File: src/common/leaf_pkg.sv
package leaf_pkg;

    // field widths of a network packet
    localparam int LEAF_BITS    = 3;
    localparam int PORT_BITS    = 4;
    localparam int ADDR_BITS    = 7;
    localparam int PAYLOAD_BITS = 32;

    // valid bit + leaf + port + addr + payload
    localparam int PACKET_BITS = 1 + LEAF_BITS + PORT_BITS + ADDR_BITS + PAYLOAD_BITS;

    typedef logic [LEAF_BITS-1:0]    leaf_t;
    typedef logic [PORT_BITS-1:0]    port_t;
    typedef logic [ADDR_BITS-1:0]    addr_t;
    typedef logic [PAYLOAD_BITS-1:0] payload_t;

    // msb first, same order as on the network wires
    typedef struct packed {
        logic     valid;
        leaf_t    leaf;
        port_t    port;
        addr_t    addr;
        payload_t payload;
    } packet_t;

    // ports 0 and 1 carry configuration, port 2 carries user data
    // config payload layout: port in [PORT_BITS-1:0], leaf just above it
    localparam port_t PORT_SELF_LEAF = 4'd0;
    localparam port_t PORT_ROUTE     = 4'd1;
    localparam port_t PORT_DATA      = 4'd2;

endpackage

File: src/common/leaf_cfg_pkg.sv
package leaf_cfg_pkg;

    // entries in the input data queue
    localparam int QUEUE_DEPTH = 4;

    // decoded config command
    typedef enum logic [1:0] {
        CFG_NONE,
        CFG_SELF_LEAF,
        CFG_ROUTE
    } cfg_op_e;

    // leaf is used by both opcodes, port only by CFG_ROUTE
    typedef struct packed {
        cfg_op_e         op;
        leaf_pkg::leaf_t leaf;
        leaf_pkg::port_t port;
    } cfg_cmd_t;

    // destination of packets built from user words
    typedef struct packed {
        leaf_pkg::leaf_t leaf;
        leaf_pkg::port_t port;
    } route_t;

    // four-phase req/ack state, shared by both user ports
    typedef enum logic [1:0] {
        HS_IDLE,
        HS_REQ,
        HS_RELEASE
    } hs_state_e;

endpackage

File: src/rx/packet_decoder.sv
module packet_decoder (
    input  logic                   clk,
    input  logic                   reset_ap_start_user,
    input  leaf_pkg::packet_t      din,
    input  leaf_pkg::leaf_t        self_leaf,
    output leaf_cfg_pkg::cfg_cmd_t cmd,
    output logic                   data_valid,
    output leaf_pkg::payload_t     data_word
);

    leaf_cfg_pkg::cfg_op_e op_next;
    leaf_cfg_pkg::cfg_op_e op_q;
    leaf_pkg::leaf_t       cfg_leaf_q;
    leaf_pkg::port_t       cfg_port_q;
    logic                  data_hit;

    // config packets are taken for any leaf field
    always_comb begin
        op_next = leaf_cfg_pkg::CFG_NONE;
        if (din.valid) begin
            case (din.port)
                leaf_pkg::PORT_SELF_LEAF: op_next = leaf_cfg_pkg::CFG_SELF_LEAF;
                leaf_pkg::PORT_ROUTE:     op_next = leaf_cfg_pkg::CFG_ROUTE;
                default:                  op_next = leaf_cfg_pkg::CFG_NONE;
            endcase
        end
    end

    // data only for this leaf on the data port
    // everything else is silently dropped
    assign data_hit = din.valid
                   && (din.port == leaf_pkg::PORT_DATA)
                   && (din.leaf == self_leaf);

    // control flops
    always_ff @(posedge clk) begin
        if (reset_ap_start_user) begin
            op_q       <= leaf_cfg_pkg::CFG_NONE;
            data_valid <= 1'b0;
        end else begin
            op_q       <= op_next;
            data_valid <= data_hit;
        end
    end

    // payload fields, only meaningful alongside op_q or data_valid
    always_ff @(posedge clk) begin
        cfg_port_q <= din.payload[leaf_pkg::PORT_BITS-1:0];
        cfg_leaf_q <= din.payload[leaf_pkg::PORT_BITS +: leaf_pkg::LEAF_BITS];
        data_word  <= din.payload;
    end

    assign cmd = '{op: op_q, leaf: cfg_leaf_q, port: cfg_port_q};

endmodule

File: src/stream/user_in_port.sv
module user_in_port (
    input  logic               clk,
    input  logic               reset_ap_start_user,
    input  logic               restart,
    input  logic               data_valid,
    input  leaf_pkg::payload_t data_word,
    output logic               user_in_req,
    output leaf_pkg::payload_t user_in_data,
    input  logic               user_in_ack
);

    leaf_pkg::payload_t queue_mem [leaf_cfg_pkg::QUEUE_DEPTH];

    // depth is a power of two, so pointers wrap by overflow
    logic [$clog2(leaf_cfg_pkg::QUEUE_DEPTH)-1:0]   wr_ptr;
    logic [$clog2(leaf_cfg_pkg::QUEUE_DEPTH)-1:0]   rd_ptr;
    logic [$clog2(leaf_cfg_pkg::QUEUE_DEPTH+1)-1:0] count;
    leaf_cfg_pkg::hs_state_e                        state;
    logic                                           full;
    logic                                           empty;
    logic                                           push;
    logic                                           pop;

    assign full  = (count == leaf_cfg_pkg::QUEUE_DEPTH);
    assign empty = (count == '0);
    assign push  = data_valid && !full;
    // head leaves the queue when a new handshake starts
    assign pop   = (state == leaf_cfg_pkg::HS_IDLE) && !empty;

    always_ff @(posedge clk) begin
        if (push) begin
            queue_mem[wr_ptr] <= data_word;
        end
    end

    // queue bookkeeping, restart throws away whatever is still queued
    always_ff @(posedge clk) begin
        if (reset_ap_start_user || restart) begin
            wr_ptr <= '0;
            rd_ptr <= '0;
            count  <= '0;
        end else begin
            if (push) begin
                wr_ptr <= wr_ptr + 1'b1;
            end
            if (pop) begin
                rd_ptr <= rd_ptr + 1'b1;
            end
            case ({push, pop})
                2'b10:   count <= count + 1'b1;
                2'b01:   count <= count - 1'b1;
                default: count <= count;
            endcase
        end
    end

    // four-phase sender
    // next word only goes out once ack has dropped again
    always_ff @(posedge clk) begin
        if (reset_ap_start_user || restart) begin
            state       <= leaf_cfg_pkg::HS_IDLE;
            user_in_req <= 1'b0;
        end else begin
            case (state)
                leaf_cfg_pkg::HS_IDLE: begin
                    if (!empty) begin
                        user_in_req <= 1'b1;
                        state       <= leaf_cfg_pkg::HS_REQ;
                    end
                end
                leaf_cfg_pkg::HS_REQ: begin
                    if (user_in_ack) begin
                        user_in_req <= 1'b0;
                        state       <= leaf_cfg_pkg::HS_RELEASE;
                    end
                end
                leaf_cfg_pkg::HS_RELEASE: begin
                    if (!user_in_ack) begin
                        state <= leaf_cfg_pkg::HS_IDLE;
                    end
                end
                default: begin
                    state <= leaf_cfg_pkg::HS_IDLE;
                end
            endcase
        end
    end

    // data is loaded together with the req rise and held after that
    always_ff @(posedge clk) begin
        if (pop) begin
            user_in_data <= queue_mem[rd_ptr];
        end
    end

    // network has no back-pressure, the sender has to respect QUEUE_DEPTH
    a_no_overflow : assert property (
        @(posedge clk) disable iff (reset_ap_start_user || restart)
        data_valid |-> !full
    );

    a_data_stable : assert property (
        @(posedge clk) disable iff (reset_ap_start_user || restart)
        $past(user_in_req) && user_in_req |-> $stable(user_in_data)
    );

endmodule

File: src/stream/user_out_port.sv
module user_out_port (
    input  logic                 clk,
    input  logic                 reset_ap_start_user,
    input  logic                 restart,
    input  leaf_cfg_pkg::route_t route,
    input  logic                 user_out_req,
    input  leaf_pkg::payload_t   user_out_data,
    output logic                 user_out_ack,
    output leaf_pkg::packet_t    dout
);

    leaf_cfg_pkg::hs_state_e state;
    leaf_pkg::addr_t         addr;
    logic                    accept;
    logic                    out_valid;
    leaf_pkg::leaf_t         out_leaf;
    leaf_pkg::port_t         out_port;
    leaf_pkg::addr_t         out_addr;
    leaf_pkg::payload_t      out_payload;

    // a word is taken when req is seen high while idle
    assign accept = (state == leaf_cfg_pkg::HS_IDLE) && user_out_req;

    // four-phase receiver plus running address
    // address wraps at 2**ADDR_BITS by overflow
    always_ff @(posedge clk) begin
        if (reset_ap_start_user || restart) begin
            state        <= leaf_cfg_pkg::HS_IDLE;
            user_out_ack <= 1'b0;
            out_valid    <= 1'b0;
            addr         <= '0;
        end else begin
            out_valid <= accept;
            case (state)
                leaf_cfg_pkg::HS_IDLE: begin
                    if (user_out_req) begin
                        user_out_ack <= 1'b1;
                        addr         <= addr + 1'b1;
                        state        <= leaf_cfg_pkg::HS_REQ;
                    end
                end
                leaf_cfg_pkg::HS_REQ: begin
                    // wait for the user to drop req, then release ack
                    if (!user_out_req) begin
                        user_out_ack <= 1'b0;
                        state        <= leaf_cfg_pkg::HS_RELEASE;
                    end
                end
                leaf_cfg_pkg::HS_RELEASE: begin
                    state <= leaf_cfg_pkg::HS_IDLE;
                end
                default: begin
                    state <= leaf_cfg_pkg::HS_IDLE;
                end
            endcase
        end
    end

    // packet fields, captured with the accepted word
    always_ff @(posedge clk) begin
        if (accept) begin
            out_leaf    <= route.leaf;
            out_port    <= route.port;
            out_addr    <= addr;
            out_payload <= user_out_data;
        end
    end

    assign dout = '{valid:   out_valid,
                    leaf:    out_leaf,
                    port:    out_port,
                    addr:    out_addr,
                    payload: out_payload};

    // exactly one packet per handshake, in the cycle ack goes up
    a_one_packet : assert property (
        @(posedge clk) disable iff (reset_ap_start_user || restart)
        dout.valid |-> user_out_ack && !$past(user_out_ack)
    );

endmodule

File: src/verilog/leaf_config.sv
module leaf_config (
    input  logic                   clk,
    input  logic                   reset_ap_start_user,
    input  leaf_cfg_pkg::cfg_cmd_t cmd,
    input  logic                   ap_start,
    output leaf_pkg::leaf_t        self_leaf,
    output leaf_cfg_pkg::route_t   route,
    output logic                   restart
);

    logic ap_start_q;

    // configuration registers
    // kept across restart, only reset clears them
    always_ff @(posedge clk) begin
        if (reset_ap_start_user) begin
            self_leaf <= '0;
            route     <= '0;
        end else begin
            case (cmd.op)
                leaf_cfg_pkg::CFG_SELF_LEAF: begin
                    self_leaf <= cmd.leaf;
                end
                leaf_cfg_pkg::CFG_ROUTE: begin
                    route.leaf <= cmd.leaf;
                    route.port <= cmd.port;
                end
                default: begin
                    // CFG_NONE, hold
                end
            endcase
        end
    end

    // ap_start edge detect
    // restart is high for one cycle right after the first high sample
    always_ff @(posedge clk) begin
        if (reset_ap_start_user) begin
            ap_start_q <= 1'b0;
            restart    <= 1'b0;
        end else begin
            ap_start_q <= ap_start;
            restart    <= ap_start && !ap_start_q;
        end
    end

    // decoder must only ever hand over a legal opcode
    a_cmd_op_legal : assert property (
        @(posedge clk) disable iff (reset_ap_start_user)
        cmd.op inside {leaf_cfg_pkg::CFG_NONE,
                       leaf_cfg_pkg::CFG_SELF_LEAF,
                       leaf_cfg_pkg::CFG_ROUTE}
    );

endmodule

File: src/verilog/leaf_interface.sv
module leaf_interface (
    input  logic               clk,
    input  logic               reset_ap_start_user,
    input  logic               ap_start,
    input  leaf_pkg::packet_t  din,
    output leaf_pkg::packet_t  dout,
    output logic               user_in_req,
    output leaf_pkg::payload_t user_in_data,
    input  logic               user_in_ack,
    input  logic               user_out_req,
    input  leaf_pkg::payload_t user_out_data,
    output logic               user_out_ack
);

    leaf_cfg_pkg::cfg_cmd_t cmd;
    leaf_cfg_pkg::route_t   route;
    leaf_pkg::leaf_t        self_leaf;
    leaf_pkg::payload_t     data_word;
    logic                   data_valid;
    logic                   restart;

    // network side, splits config from data
    packet_decoder decoder_i (
        .clk                 (clk),
        .reset_ap_start_user (reset_ap_start_user),
        .din                 (din),
        .self_leaf           (self_leaf),
        .cmd                 (cmd),
        .data_valid          (data_valid),
        .data_word           (data_word)
    );

    leaf_config config_i (
        .clk                 (clk),
        .reset_ap_start_user (reset_ap_start_user),
        .cmd                 (cmd),
        .ap_start            (ap_start),
        .self_leaf           (self_leaf),
        .route               (route),
        .restart             (restart)
    );

    // toward the user kernel
    user_in_port in_port_i (
        .clk                 (clk),
        .reset_ap_start_user (reset_ap_start_user),
        .restart             (restart),
        .data_valid          (data_valid),
        .data_word           (data_word),
        .user_in_req         (user_in_req),
        .user_in_data        (user_in_data),
        .user_in_ack         (user_in_ack)
    );

    // from the user kernel back onto the network
    user_out_port out_port_i (
        .clk                 (clk),
        .reset_ap_start_user (reset_ap_start_user),
        .restart             (restart),
        .route               (route),
        .user_out_req        (user_out_req),
        .user_out_data       (user_out_data),
        .user_out_ack        (user_out_ack),
        .dout                (dout)
    );

endmodule
File: config.mk
export PLATFORM = sky130hd
export DESIGN_NAME = leaf_interface
export DESIGN_NICKNAME = d
export VERILOG_FILES = /design/src/common/leaf_pkg.sv /design/src/common/leaf_cfg_pkg.sv /design/src/rx/packet_decoder.sv /design/src/stream/user_in_port.sv /design/src/stream/user_out_port.sv /design/src/verilog/leaf_config.sv /design/src/verilog/leaf_interface.sv
export SDC_FILE = /design/constraint.sdc
export NUM_CORES = 1
export LEC_CHECK = 0
export ABC_AREA = 1
export ABC_CLOCK_PERIOD_IN_PS = 3550
export BUFFER_PORTS_ARGS = -buffer_cell sky130_fd_sc_hd__buf_2
export CAP_MARGIN = 20
export CORE_AREA = 10 10 133 184
export DETAILED_ROUTE_END_ITERATION = 10
export DIE_AREA = 0 0 143 194
export PLACE_DENSITY = 0.66
export SKIP_CTS_REPAIR_TIMING = 1
export SLEW_MARGIN = 20
export SYNTH_ARGS = -nofsm -noshare
export SYNTH_HDL_FRONTEND = slang
export SYNTH_SLANG_ARGS = --single-unit
File: constraint.sdc
create_clock -name clk -period 3.55 [get_ports clk]
set_clock_uncertainty 0.2 [all_clocks]
set_input_delay 0.71 -clock clk [delete_from_list [all_inputs] [get_ports clk]]
set_output_delay 0.71 -clock clk [all_outputs]
set_load 0.03 [all_outputs]
==> results.ini, run 1 <==
[status]
run_status = complete, no violations

[timing]
rsz0062_at_grt = no
tns_ns = 0
final-max-slew-violation-count = 0
timing.max_slew.rel_slack_pct = 45.0
timing.final.crit_share_pct = 63.2
timing.final.hold_violations = 0
fmaxAchievable_ghz = 0.446
max_slew.worst_pin.slew_ns = 0.822
layout_min_cycle_time_ns = 2.24
setup_viols_final = 0

[job]
cap_viol_max_count = 0

[critical_path]
crit_path_end_kind = register
worstReg2RegStart = in_port_i.count[0]$_SDFFE_PP0P_
critPathMaxFanout = 8
critPathArrivalTime_ns = 2.46
path_class = reg -> reg
cp_data_required_time_ns = 3.77
r2r_cells = 11
critical-path-top-delay-family = simple AND/OR/NAND/NOR gates
crit_path_start = in_port_i.count[0]$_SDFFE_PP0P_
cp_num_buf_inv = 3
slowest_delay_ns = 0.37
worst_r2r_endpoint = in_port_i.count[2]$_SDFFE_PP0P_
worst_setup_path_start_kind = register
worst_path_max_delay_cell = fa_1
critical-path-top-cell-by-count = inv_1
cell_chain_of_the_critical_path = inv_1 -> nand3_1 -> nand2_2 -> ha_1 -> inv_1 -> fa_1 -> or2_2 -> nand3_1 -> nand2_1 -> inv_1 -> nor2_1
worstSetupPathDepth = 11
timing.reg2reg.setup_slack_ns = 1.31

[clock_network]
numCtsBuffers = 26
clock_tree.htree_level_count = 1
cts-root-buf = clkbuf_16
tritoncts = yes
clock_latency_on_the_worst_skew_pair_ns = 0.51
cts_sinks = 274
clock_tree.buffer_depth = 3
clkTransAtPathRegs_ns = 0.06

[detailed_routing]
routedWlPerCell_um = 17.1
routed-via-count = 5413
drt.antenna.violating_nets = 0
drcViolationCount = 0
number_of_detailed_route_iterations_in_the_first_pass = 4
number_of_vias_per_cell = 4.96
drt_first_iter_violations = 388
routed_wl_um = 18700

[final_layout]
final_cells = 1092
nFillCells = 1712
post_route_cells_drive_above_1_share_pct = 27.8
final_common_cell = edfxtp_1
design.final.nets = 903
final_cell_mix = edfxtp_1, buf_2, nor2_1
multi_input_logic_area_mm2 = 0.00151
synthToLayoutAreaGrowth_pct = 20.3
antenna-diode-count = 0
ff_latch_area_mm2 = 0.00755

[place]
place_congestion = 0.773
detailedPlacementHpwl_um = 12000
numPortBuffers = 157
placed_cells = 1044

[grt]
global_route.usage.total_pct = 13.0
grt_antenna_before_repair = 0
grt_start_max_net_pins = 67
overflow = 0
via_count_of_the_first_global_routing_pass = 5399
grt_first_pass_wirelength_um = 28800

[synthesis]
avgSynthCellArea_um2 = 14.7
syn-num-nets = 727
yosys_warnings = 0
mappedNetlistArea_mm2 = 0.00935
syn_inst = 636
register_bit_count_reported_by_yosys = 274
synth_seq_area_share_pct = 80.7
post_synth_num_cell_types = 31

[die]
die_width_um = 143
core.rowCount = 63
floorplan.die.height_um = 194
initial_core_util_pct = 44.4
placeableCoreArea_mm2 = 0.0210
floorplan.io_pins = 165
die_area_mm2 = 0.0277

[hold_path]
holdPathStages = 1
holdCritStartpoint = din[7]
holdPathEnd = decoder_i.data_word[7]$_DFF_P_
hold_class = in -> reg

[power_and_ir_drop]
leakage_nw = 4.23
pwr_density_cell_mw_per_mm2 = 702
power.ir.vdd_worst_v = 0.000550
finalPower_mw = 7.89

-- where the power goes --
group	total, mW	switching [mW]	internal [mW]
Combinational	1.34	1.01	0.327
Clock	2.64	1.13	1.51
Sequential	3.91	0.106	3.81
Total	7.89	2.24	5.65
-- through the flow --
step / worst slack [ns] / util (%) / hold slack [ns] / area (um2)
5_1_grt: 1.10 / 53.5 / 0.0703 / 11300
4_1_cts: 1.30 / 53.5 / 0.0700 / 11300
3_3_place_gp: 1.34 / 49.5 / 0.178 / 10400
6_report: 1.31 / 53.5 / 0.0955 / 11300
2_1_floorplan: 0.813 / - / 0.173 / 9350
3_5_place_dp: 1.31 / 49.5 / 0.185 / 10400
-- routing by layer --
| metal | global-route usage (%) | vias up | share of wire [%] |
|---|---|---|---|
| met3 | 2.60 | 30 | 5.2 |
| met4 | 4.16 | 0 | 2.2 |
| met2 | 23.8 | 123 | 52 |
| li1 | - | 2631 | - |
| met1 | 14.6 | 2629 | 40 |
| met5 | 0 | - | 0 |
-- cells in the mapped netlist --
library cell / number / share of area [%]
clkbuf_2: 2 / 0.11
nor2_4: 2 / 0.24
nand3_1: 14 / 0.75
or2_2: 4 / 0.27
ha_1: 6 / 0.80
edfxtp_1: 206 / 66
xnor2_1: 1 / 0.094
nor3_1: 2 / 0.11
nor2_2: 3 / 0.20
inv_1: 35 / 1.4
clkbuf_1: 1 / 0.040
inv_4: 1 / 0.067
a211oi_1: 1 / 0.080
nand2_1: 29 / 1.2
o21ai_0: 70 / 3.7
a21oi_1: 10 / 0.54
o21bai_1: 1 / 0.080
o21ai_2: 1 / 0.094
a31o_2: 1 / 0.094
fa_1: 1 / 0.21
nand2_2: 2 / 0.13
buf_6: 9 / 1.1
o22ai_1: 32 / 2.1
nand4_1: 4 / 0.27
o21ai_1: 9 / 0.48
inv_2: 3 / 0.12
buf_4: 3 / 0.24
buf_2: 7 / 0.37
nor4_1: 1 / 0.067
dfxtp_1: 68 / 15
nor2_1: 107 / 4.3
-- logic make-up after synthesis --
kind of cell | count (synthesis) | share of synthesized area [%]
AO/OA/AOI/OAI | 125 | 7.25
flip-flops | 274 | 80.7
buffers and inverters | 61 | 3.44
XOR/XNOR | 1 | 0.0937
adder cells (fa/ha/maj) | 7 | 1.02
AND/OR/NAND/NOR | 168 | 7.49
-- worst max-delay path by stage --
stage,to,slack (ns)
floorplan,in_port_i.count[2]$_SDFFE_PP0P_,0.81
global placement,in_port_i.count[2]$_SDFFE_PP0P_,1.34
detailed placement,in_port_i.count[2]$_SDFFE_PP0P_,1.31
CTS,in_port_i.count[2]$_SDFFE_PP0P_,1.30
global route,in_port_i.count[2]$_SDFFE_PP0P_,1.10
finish,in_port_i.count[2]$_SDFFE_PP0P_,1.31
-- worst reg2reg max path: cells and delay by family, from the launching register on --
family,cells,cell delay (ns)
adders and majority gates,2,0.57
buffers and inverters,3,0.25
DFF,1,0.30
and+or+nand+nor,6,0.83
-- state kept, by name, summed over array words and instances, names as in the netlist, 4 cells and up --
name                    cells
decoder_i.data_word        32
in_port_i.user_in_data     32
config_i.route              7
out_port_i.out_addr         7
out_port_i.addr             7
out_port_i.out_payload     32
out_port_i.out_port         4
in_port_i.queue_mem       128
-- area by class of cell --
type                       instances  share of cell area [%]
clock buffer                      38                    6.83
clock inverter                    10                   0.567
inverter                          39                    1.32
multi-input combinational        301                    13.4
sequential                       274                    67.1
tap                              260                    2.89
timing repair buffer             170                    7.85
No activity file was read; power rests on OpenSTA's default activity.
==> run 2, diff against run 1 <==
- ABC_CLOCK_PERIOD_IN_PS: 3550 -> 2300
- clock period: 3.55 -> 2.3 ns (I/O delays scaled with it)
==> results.ini, run 2 (synthesized netlist as in run 1, its figures left out) <==
[grt]
global_route.usage.total_pct = 13.2
grt_first_pass_wirelength_um = 28900
grt_start_max_net_pins = 67
grt_antenna_before_repair = 2
overflow = 0
via_count_of_the_first_global_routing_pass = 5386

[critical_path]
slowest_delay_ns = 0.38
worstReg2RegStart = in_port_i.count[1]$_SDFFE_PP0P_
critical-path-top-delay-family = simple AND/OR/NAND/NOR gates
critical-path-top-cell-by-count = inv_1
worst_path_max_delay_cell = fa_1
cp_num_buf_inv = 4
worst_r2r_endpoint = in_port_i.count[2]$_SDFFE_PP0P_
crit_path_end_kind = register
path_class = reg -> reg
timing.reg2reg.setup_slack_ns = 0.18
cp_data_required_time_ns = 2.52
worst_setup_path_start_kind = register
r2r_cells = 12
critPathArrivalTime_ns = 2.33
critPathMaxFanout = 4
cell_chain_of_the_critical_path = inv_1 -> nand3_1 -> nand2_2 -> clkinvlp_4 -> ha_1 -> inv_1 -> fa_1 -> or2_2 -> nand3_1 -> nand2_1 -> inv_1 -> nor2_1

[clock_network]
clkTransAtPathRegs_ns = 0.06
cts_sinks = 274
tritoncts = yes
clock_latency_on_the_worst_skew_pair_ns = 0.52
clock_tree.htree_level_count = 1
cts-root-buf = clkbuf_16
clock_tree.buffer_depth = 3
numCtsBuffers = 25

[timing]
timing.final.crit_share_pct = 92.1
fmaxAchievable_ghz = 0.472
max_slew.worst_pin.slew_ns = 0.665
setup_viols_final = 0
timing.max_slew.rel_slack_pct = 55.7
layout_min_cycle_time_ns = 2.12
timing.final.hold_violations = 0
final-max-slew-violation-count = 0
rsz0062_at_grt = no

[detailed_routing]
number_of_detailed_route_iterations_in_the_first_pass = 6
routed-via-count = 5609
drt_first_iter_violations = 302
number_of_vias_per_cell = 4.84
routedWlPerCell_um = 16.9
drcViolationCount = 0
drt.antenna.violating_nets = 0
routed_wl_um = 19500

[die]
die_width_um = 143
initial_core_util_pct = 44.4
placeableCoreArea_mm2 = 0.0210
floorplan.io_pins = 165
die_area_mm2 = 0.0277
floorplan.die.height_um = 194
core.rowCount = 63

[final_layout]
design.final.nets = 969
synthToLayoutAreaGrowth_pct = 27.6
nFillCells = 1629
final_design_instance_area_without_fill_mm2 = 0.0119
final_cell_mix = edfxtp_1, buf_2, nor2_1
final_common_cell = edfxtp_1
largest_register = in_port_i.queue_mem
post_route_cells_drive_above_1_share_pct = 25.5
largest_reg_flops = 128
finalCoreUtilization_pct = 56.7

[hold_path]
holdPathEnd = decoder_i.op_q[1]$_SDFF_PP0_
holdCritStartpoint = din[42]
hold_class = in -> reg
holdPathStages = 4

[power_and_ir_drop]
finalPower_mw = 12.0
power.ir.vdd_worst_v = 0.000548
pwr_density_cell_mw_per_mm2 = 1010
leakage_nw = 4.47

[place]
numPortBuffers = 157
placed_area_mm2 = 0.0105
detailedPlacementHpwl_um = 11900
place_congestion = 0.718

[status]
run_status = complete, no violations

[job]
cap_viol_max_count = 0

[run 2: cell count changes in the layout (fill, tap and decap cells not counted), moves of 2 or more]
cell and delta:
diode_2 +2, buf_4 -7, buf_12 +6, clkbuf_16 -3, dlygate4sd3_1 +68, clkinvlp_4 +4
[run 2: worst max path at each step]
stage	cells past startpoint	endpoint	start
5_1_grt	12	in_port_i.count[2]$_SDFFE_PP0P_	in_port_i.count[1]$_SDFFE_PP0P_
4_1_cts	12	in_port_i.count[2]$_SDFFE_PP0P_	in_port_i.count[1]$_SDFFE_PP0P_
3_3_place_gp	12	in_port_i.count[2]$_SDFFE_PP0P_	in_port_i.count[1]$_SDFFE_PP0P_
3_5_place_dp	12	in_port_i.count[2]$_SDFFE_PP0P_	in_port_i.count[1]$_SDFFE_PP0P_
2_1_floorplan	4	in_port_i.queue_mem[0][0]$_DFFE_PP_	in_port_i.wr_ptr[0]$_SDFFE_PP0P_
6_report	12	in_port_i.count[2]$_SDFFE_PP0P_	in_port_i.count[1]$_SDFFE_PP0P_
[run 2: power by group]
group	switching [mW]	leakage, nW	internal (mW)	total (mW)
clock	1.71	0.362	2.08	3.79
combinational	1.61	1.65	0.604	2.21
sequential	0.155	2.46	5.88	6.03
[run 2: layout make-up]
| type | instances | area [um2] | area share [%] |
|---|---|---|---|
| diodes | 2 | 5.00 | 0.0419 |
| clock buffers | 33 | 676 | 5.66 |
| clock inverters | 13 | 78.8 | 0.661 |
| inverters | 39 | 153 | 1.28 |
| multi-input cells | 301 | 1520 | 12.7 |
| flip-flops and latches | 274 | 7550 | 63.3 |
| well taps | 260 | 325 | 2.73 |
| repair buffers | 237 | 1630 | 13.7 |
[run 2: worst register-to-register path, stage by stage, from the launching register on]
cell and delay [ns]:
dfxtp_1 0.33, inv_1 0.08, nand3_1 0.13, nand2_2 0.10
clkinvlp_4 0.09, ha_1 0.13, inv_1 0.06, fa_1 0.38
or2_2 0.32, nand3_1 0.07, nand2_1 0.05, inv_1 0.04
nor2_1 0.04
[run 2: stage by stage]
| stage | instances | setup WS, ns | setup TNS [ns] | hold slack (ns) |
|---|---|---|---|---|
| floorplan | 636 | -0.254 | -24.40 | 0.173 |
| global placement | 1043 | 0.185 | 0 | 0.178 |
| detailed placement | 1043 | 0.164 | 0 | 0.184 |
| CTS | 1089 | 0.141 | 0 | -0.177 |
| global route | 1159 | 0.0245 | 0 | 0.00685 |
| finish | 1159 | 0.183 | 0 | 0.00276 |
[run 2: layer usage]
metal	vias up	part of all wire, %	global-route usage, %
met3	27	6.1	2.62
li1	2763	-	-
met1	2665	36	14.3
met4	0	2.0	4.31
met2	154	56	24.5
met5	-	0	0
==> run 3, diff against run 2 <==
- ABC_CLOCK_PERIOD_IN_PS: 2300 -> not set
- CORE_AREA: 10 10 133 184 -> 10 10 173 142
- DIE_AREA: 0 0 143 194 -> 0 0 183 152
==> results.ini, run 3 (synthesized netlist as in run 1, its figures left out) <==
[grt]
global_route.usage.total_pct = 13.3
grt_first_pass_wirelength_um = 29500
overflow = 0
via_count_of_the_first_global_routing_pass = 5300
grt_start_max_net_pins = 41
grt_antenna_before_repair = 2

[place]
place_congestion = 0.743
dp_worst_setup_slack_ns = 0.148
placed_cells = 1062
numPortBuffers = 157
placed_area_mm2 = 0.0105
detailedPlacementHpwl_um = 12100

[final_layout]
final_common_cell = edfxtp_1
largest_register = in_port_i.queue_mem
largest_reg_flops = 128
final_cells = 1183
design.final.nets = 976
synthToLayoutAreaGrowth_pct = 29.0
final_design_instance_area_without_fill_mm2 = 0.0121
final_cell_mix = edfxtp_1, buf_2, nor2_1
post_route_cells_drive_above_1_share_pct = 26.3

[power_and_ir_drop]
leakage_nw = 4.55
finalPower_mw = 12.4
power.ir.vdd_worst_v = 0.000648
pwr_density_cell_mw_per_mm2 = 1030

[clock_network]
tritoncts = yes
numCtsBuffers = 27
cts-root-buf = clkbuf_16
clock_tree.htree_level_count = 1
clkTransAtPathRegs_ns = 0.07
clock_latency_on_the_worst_skew_pair_ns = 0.53
cts_sinks = 274
clock_tree.buffer_depth = 3

[critical_path]
crit_path_end_kind = register
worst_setup_path_start_kind = register
critPathArrivalTime_ns = 2.40
r2r_cells = 11
cp_data_required_time_ns = 2.52
setup.worst_path.end = in_port_i.count[2]$_SDFFE_PP0P_
crit_path_start = in_port_i.state[1]$_SDFFE_PP0P_
timing.reg2reg.setup_slack_ns = 0.13
path_class = reg -> reg
worst_r2r_endpoint = in_port_i.count[2]$_SDFFE_PP0P_
worstReg2RegStart = in_port_i.state[1]$_SDFFE_PP0P_
critPathMaxFanout = 4

[die]
floorplan.io_pins = 165
core.rowCount = 48
die_width_um = 183
placeableCoreArea_mm2 = 0.0213
floorplan.die.height_um = 152
initial_core_util_pct = 44.0
die_area_mm2 = 0.0278

[detailed_routing]
routed-via-count = 5642
drt_first_iter_violations = 382
drt.antenna.violating_nets = 0
number_of_detailed_route_iterations_in_the_first_pass = 5
routed_wl_um = 19700
number_of_vias_per_cell = 4.77
drcViolationCount = 0
routedWlPerCell_um = 16.7

[timing]
whs_ns = -0.0267
timing.max_slew.rel_slack_pct = 57.5
timing.final.crit_share_pct = 94.5
fmaxAchievable_ghz = 0.460
final-max-slew-violation-count = 0
final.setup.worst_slack_ns = 0.126
max_slew.worst_pin.slew_ns = 0.636
timing.final.hold_violations = 1
layout_min_cycle_time_ns = 2.17
setup_viols_final = 0

[job]
cap_viol_max_count = 0

[hold_path]
hold_class = in -> reg
holdCritStartpoint = ap_start
holdPathStages = 3

[status]
run_status = complete, but fails checks
violations = negative hold slack

-- run 3: power by group --
group | internal, mW | switching [mW] | leakage, nW
logic | 0.601 | 1.59 | 1.67
registers | 5.88 | 0.168 | 2.46
clock network | 2.42 | 1.77 | 0.419
total | 8.90 | 3.53 | 4.55
-- run 3: stage by stage --
step / TNS, ns / util, % / hold slack (ns)
after floorplan: -24.40 / - / 0.173
after global placement: 0 / 49.5 / 0.179
after detailed placement: 0 / 49.5 / 0.181
after CTS: 0 / 53.5 / -0.191
after global routing: -0.00280 / 56.7 / 0.00569
final: 0 / 56.7 / -0.0267
-- run 3: critical path: stages, from the launching register on --
cell and delay, ns:
dfxtp_1 0.32, nor2_1 0.21, nand2_2 0.15, clkinvlp_4 0.10
ha_1 0.13, inv_1 0.06, fa_1 0.38, or2_2 0.32
nand3_1 0.07, nand2_1 0.05, inv_1 0.05, nor2_1 0.04
-- run 3: cell type report --
type                            count  area (um2)
Antenna cell                        2        5.00
Tap cell                          275         344
Clock buffer                       33         708
Fill cell                        1704        9200
Clock inverter                     17         143
Timing Repair Buffer              242        1650
Multi-Input combinational cell    301        1520
Inverter                           39         153
Sequential cell                   274        7550
-- run 3: worst min path at each step --
stage,to,slack (ns)
after floorplan,config_i.restart$_SDFF_PP0_,0.17
after global placement,config_i.restart$_SDFF_PP0_,0.18
after detailed placement,config_i.restart$_SDFF_PP0_,0.18
after CTS,decoder_i.data_word[8]$_DFF_P_,-0.19
after global routing,config_i.restart$_SDFF_PP0_,0.006
final,config_i.ap_start_q$_SDFF_PP0_,-0.03
-- run 3: metal layers --
metal	track usage, %	routed length (um)	up-vias
met1	16.2	8080	2697
met3	2.76	1010	35
met4	4.33	486	0
met5	0	0	-
met2	22.8	10200	127
li1	-	-	2783
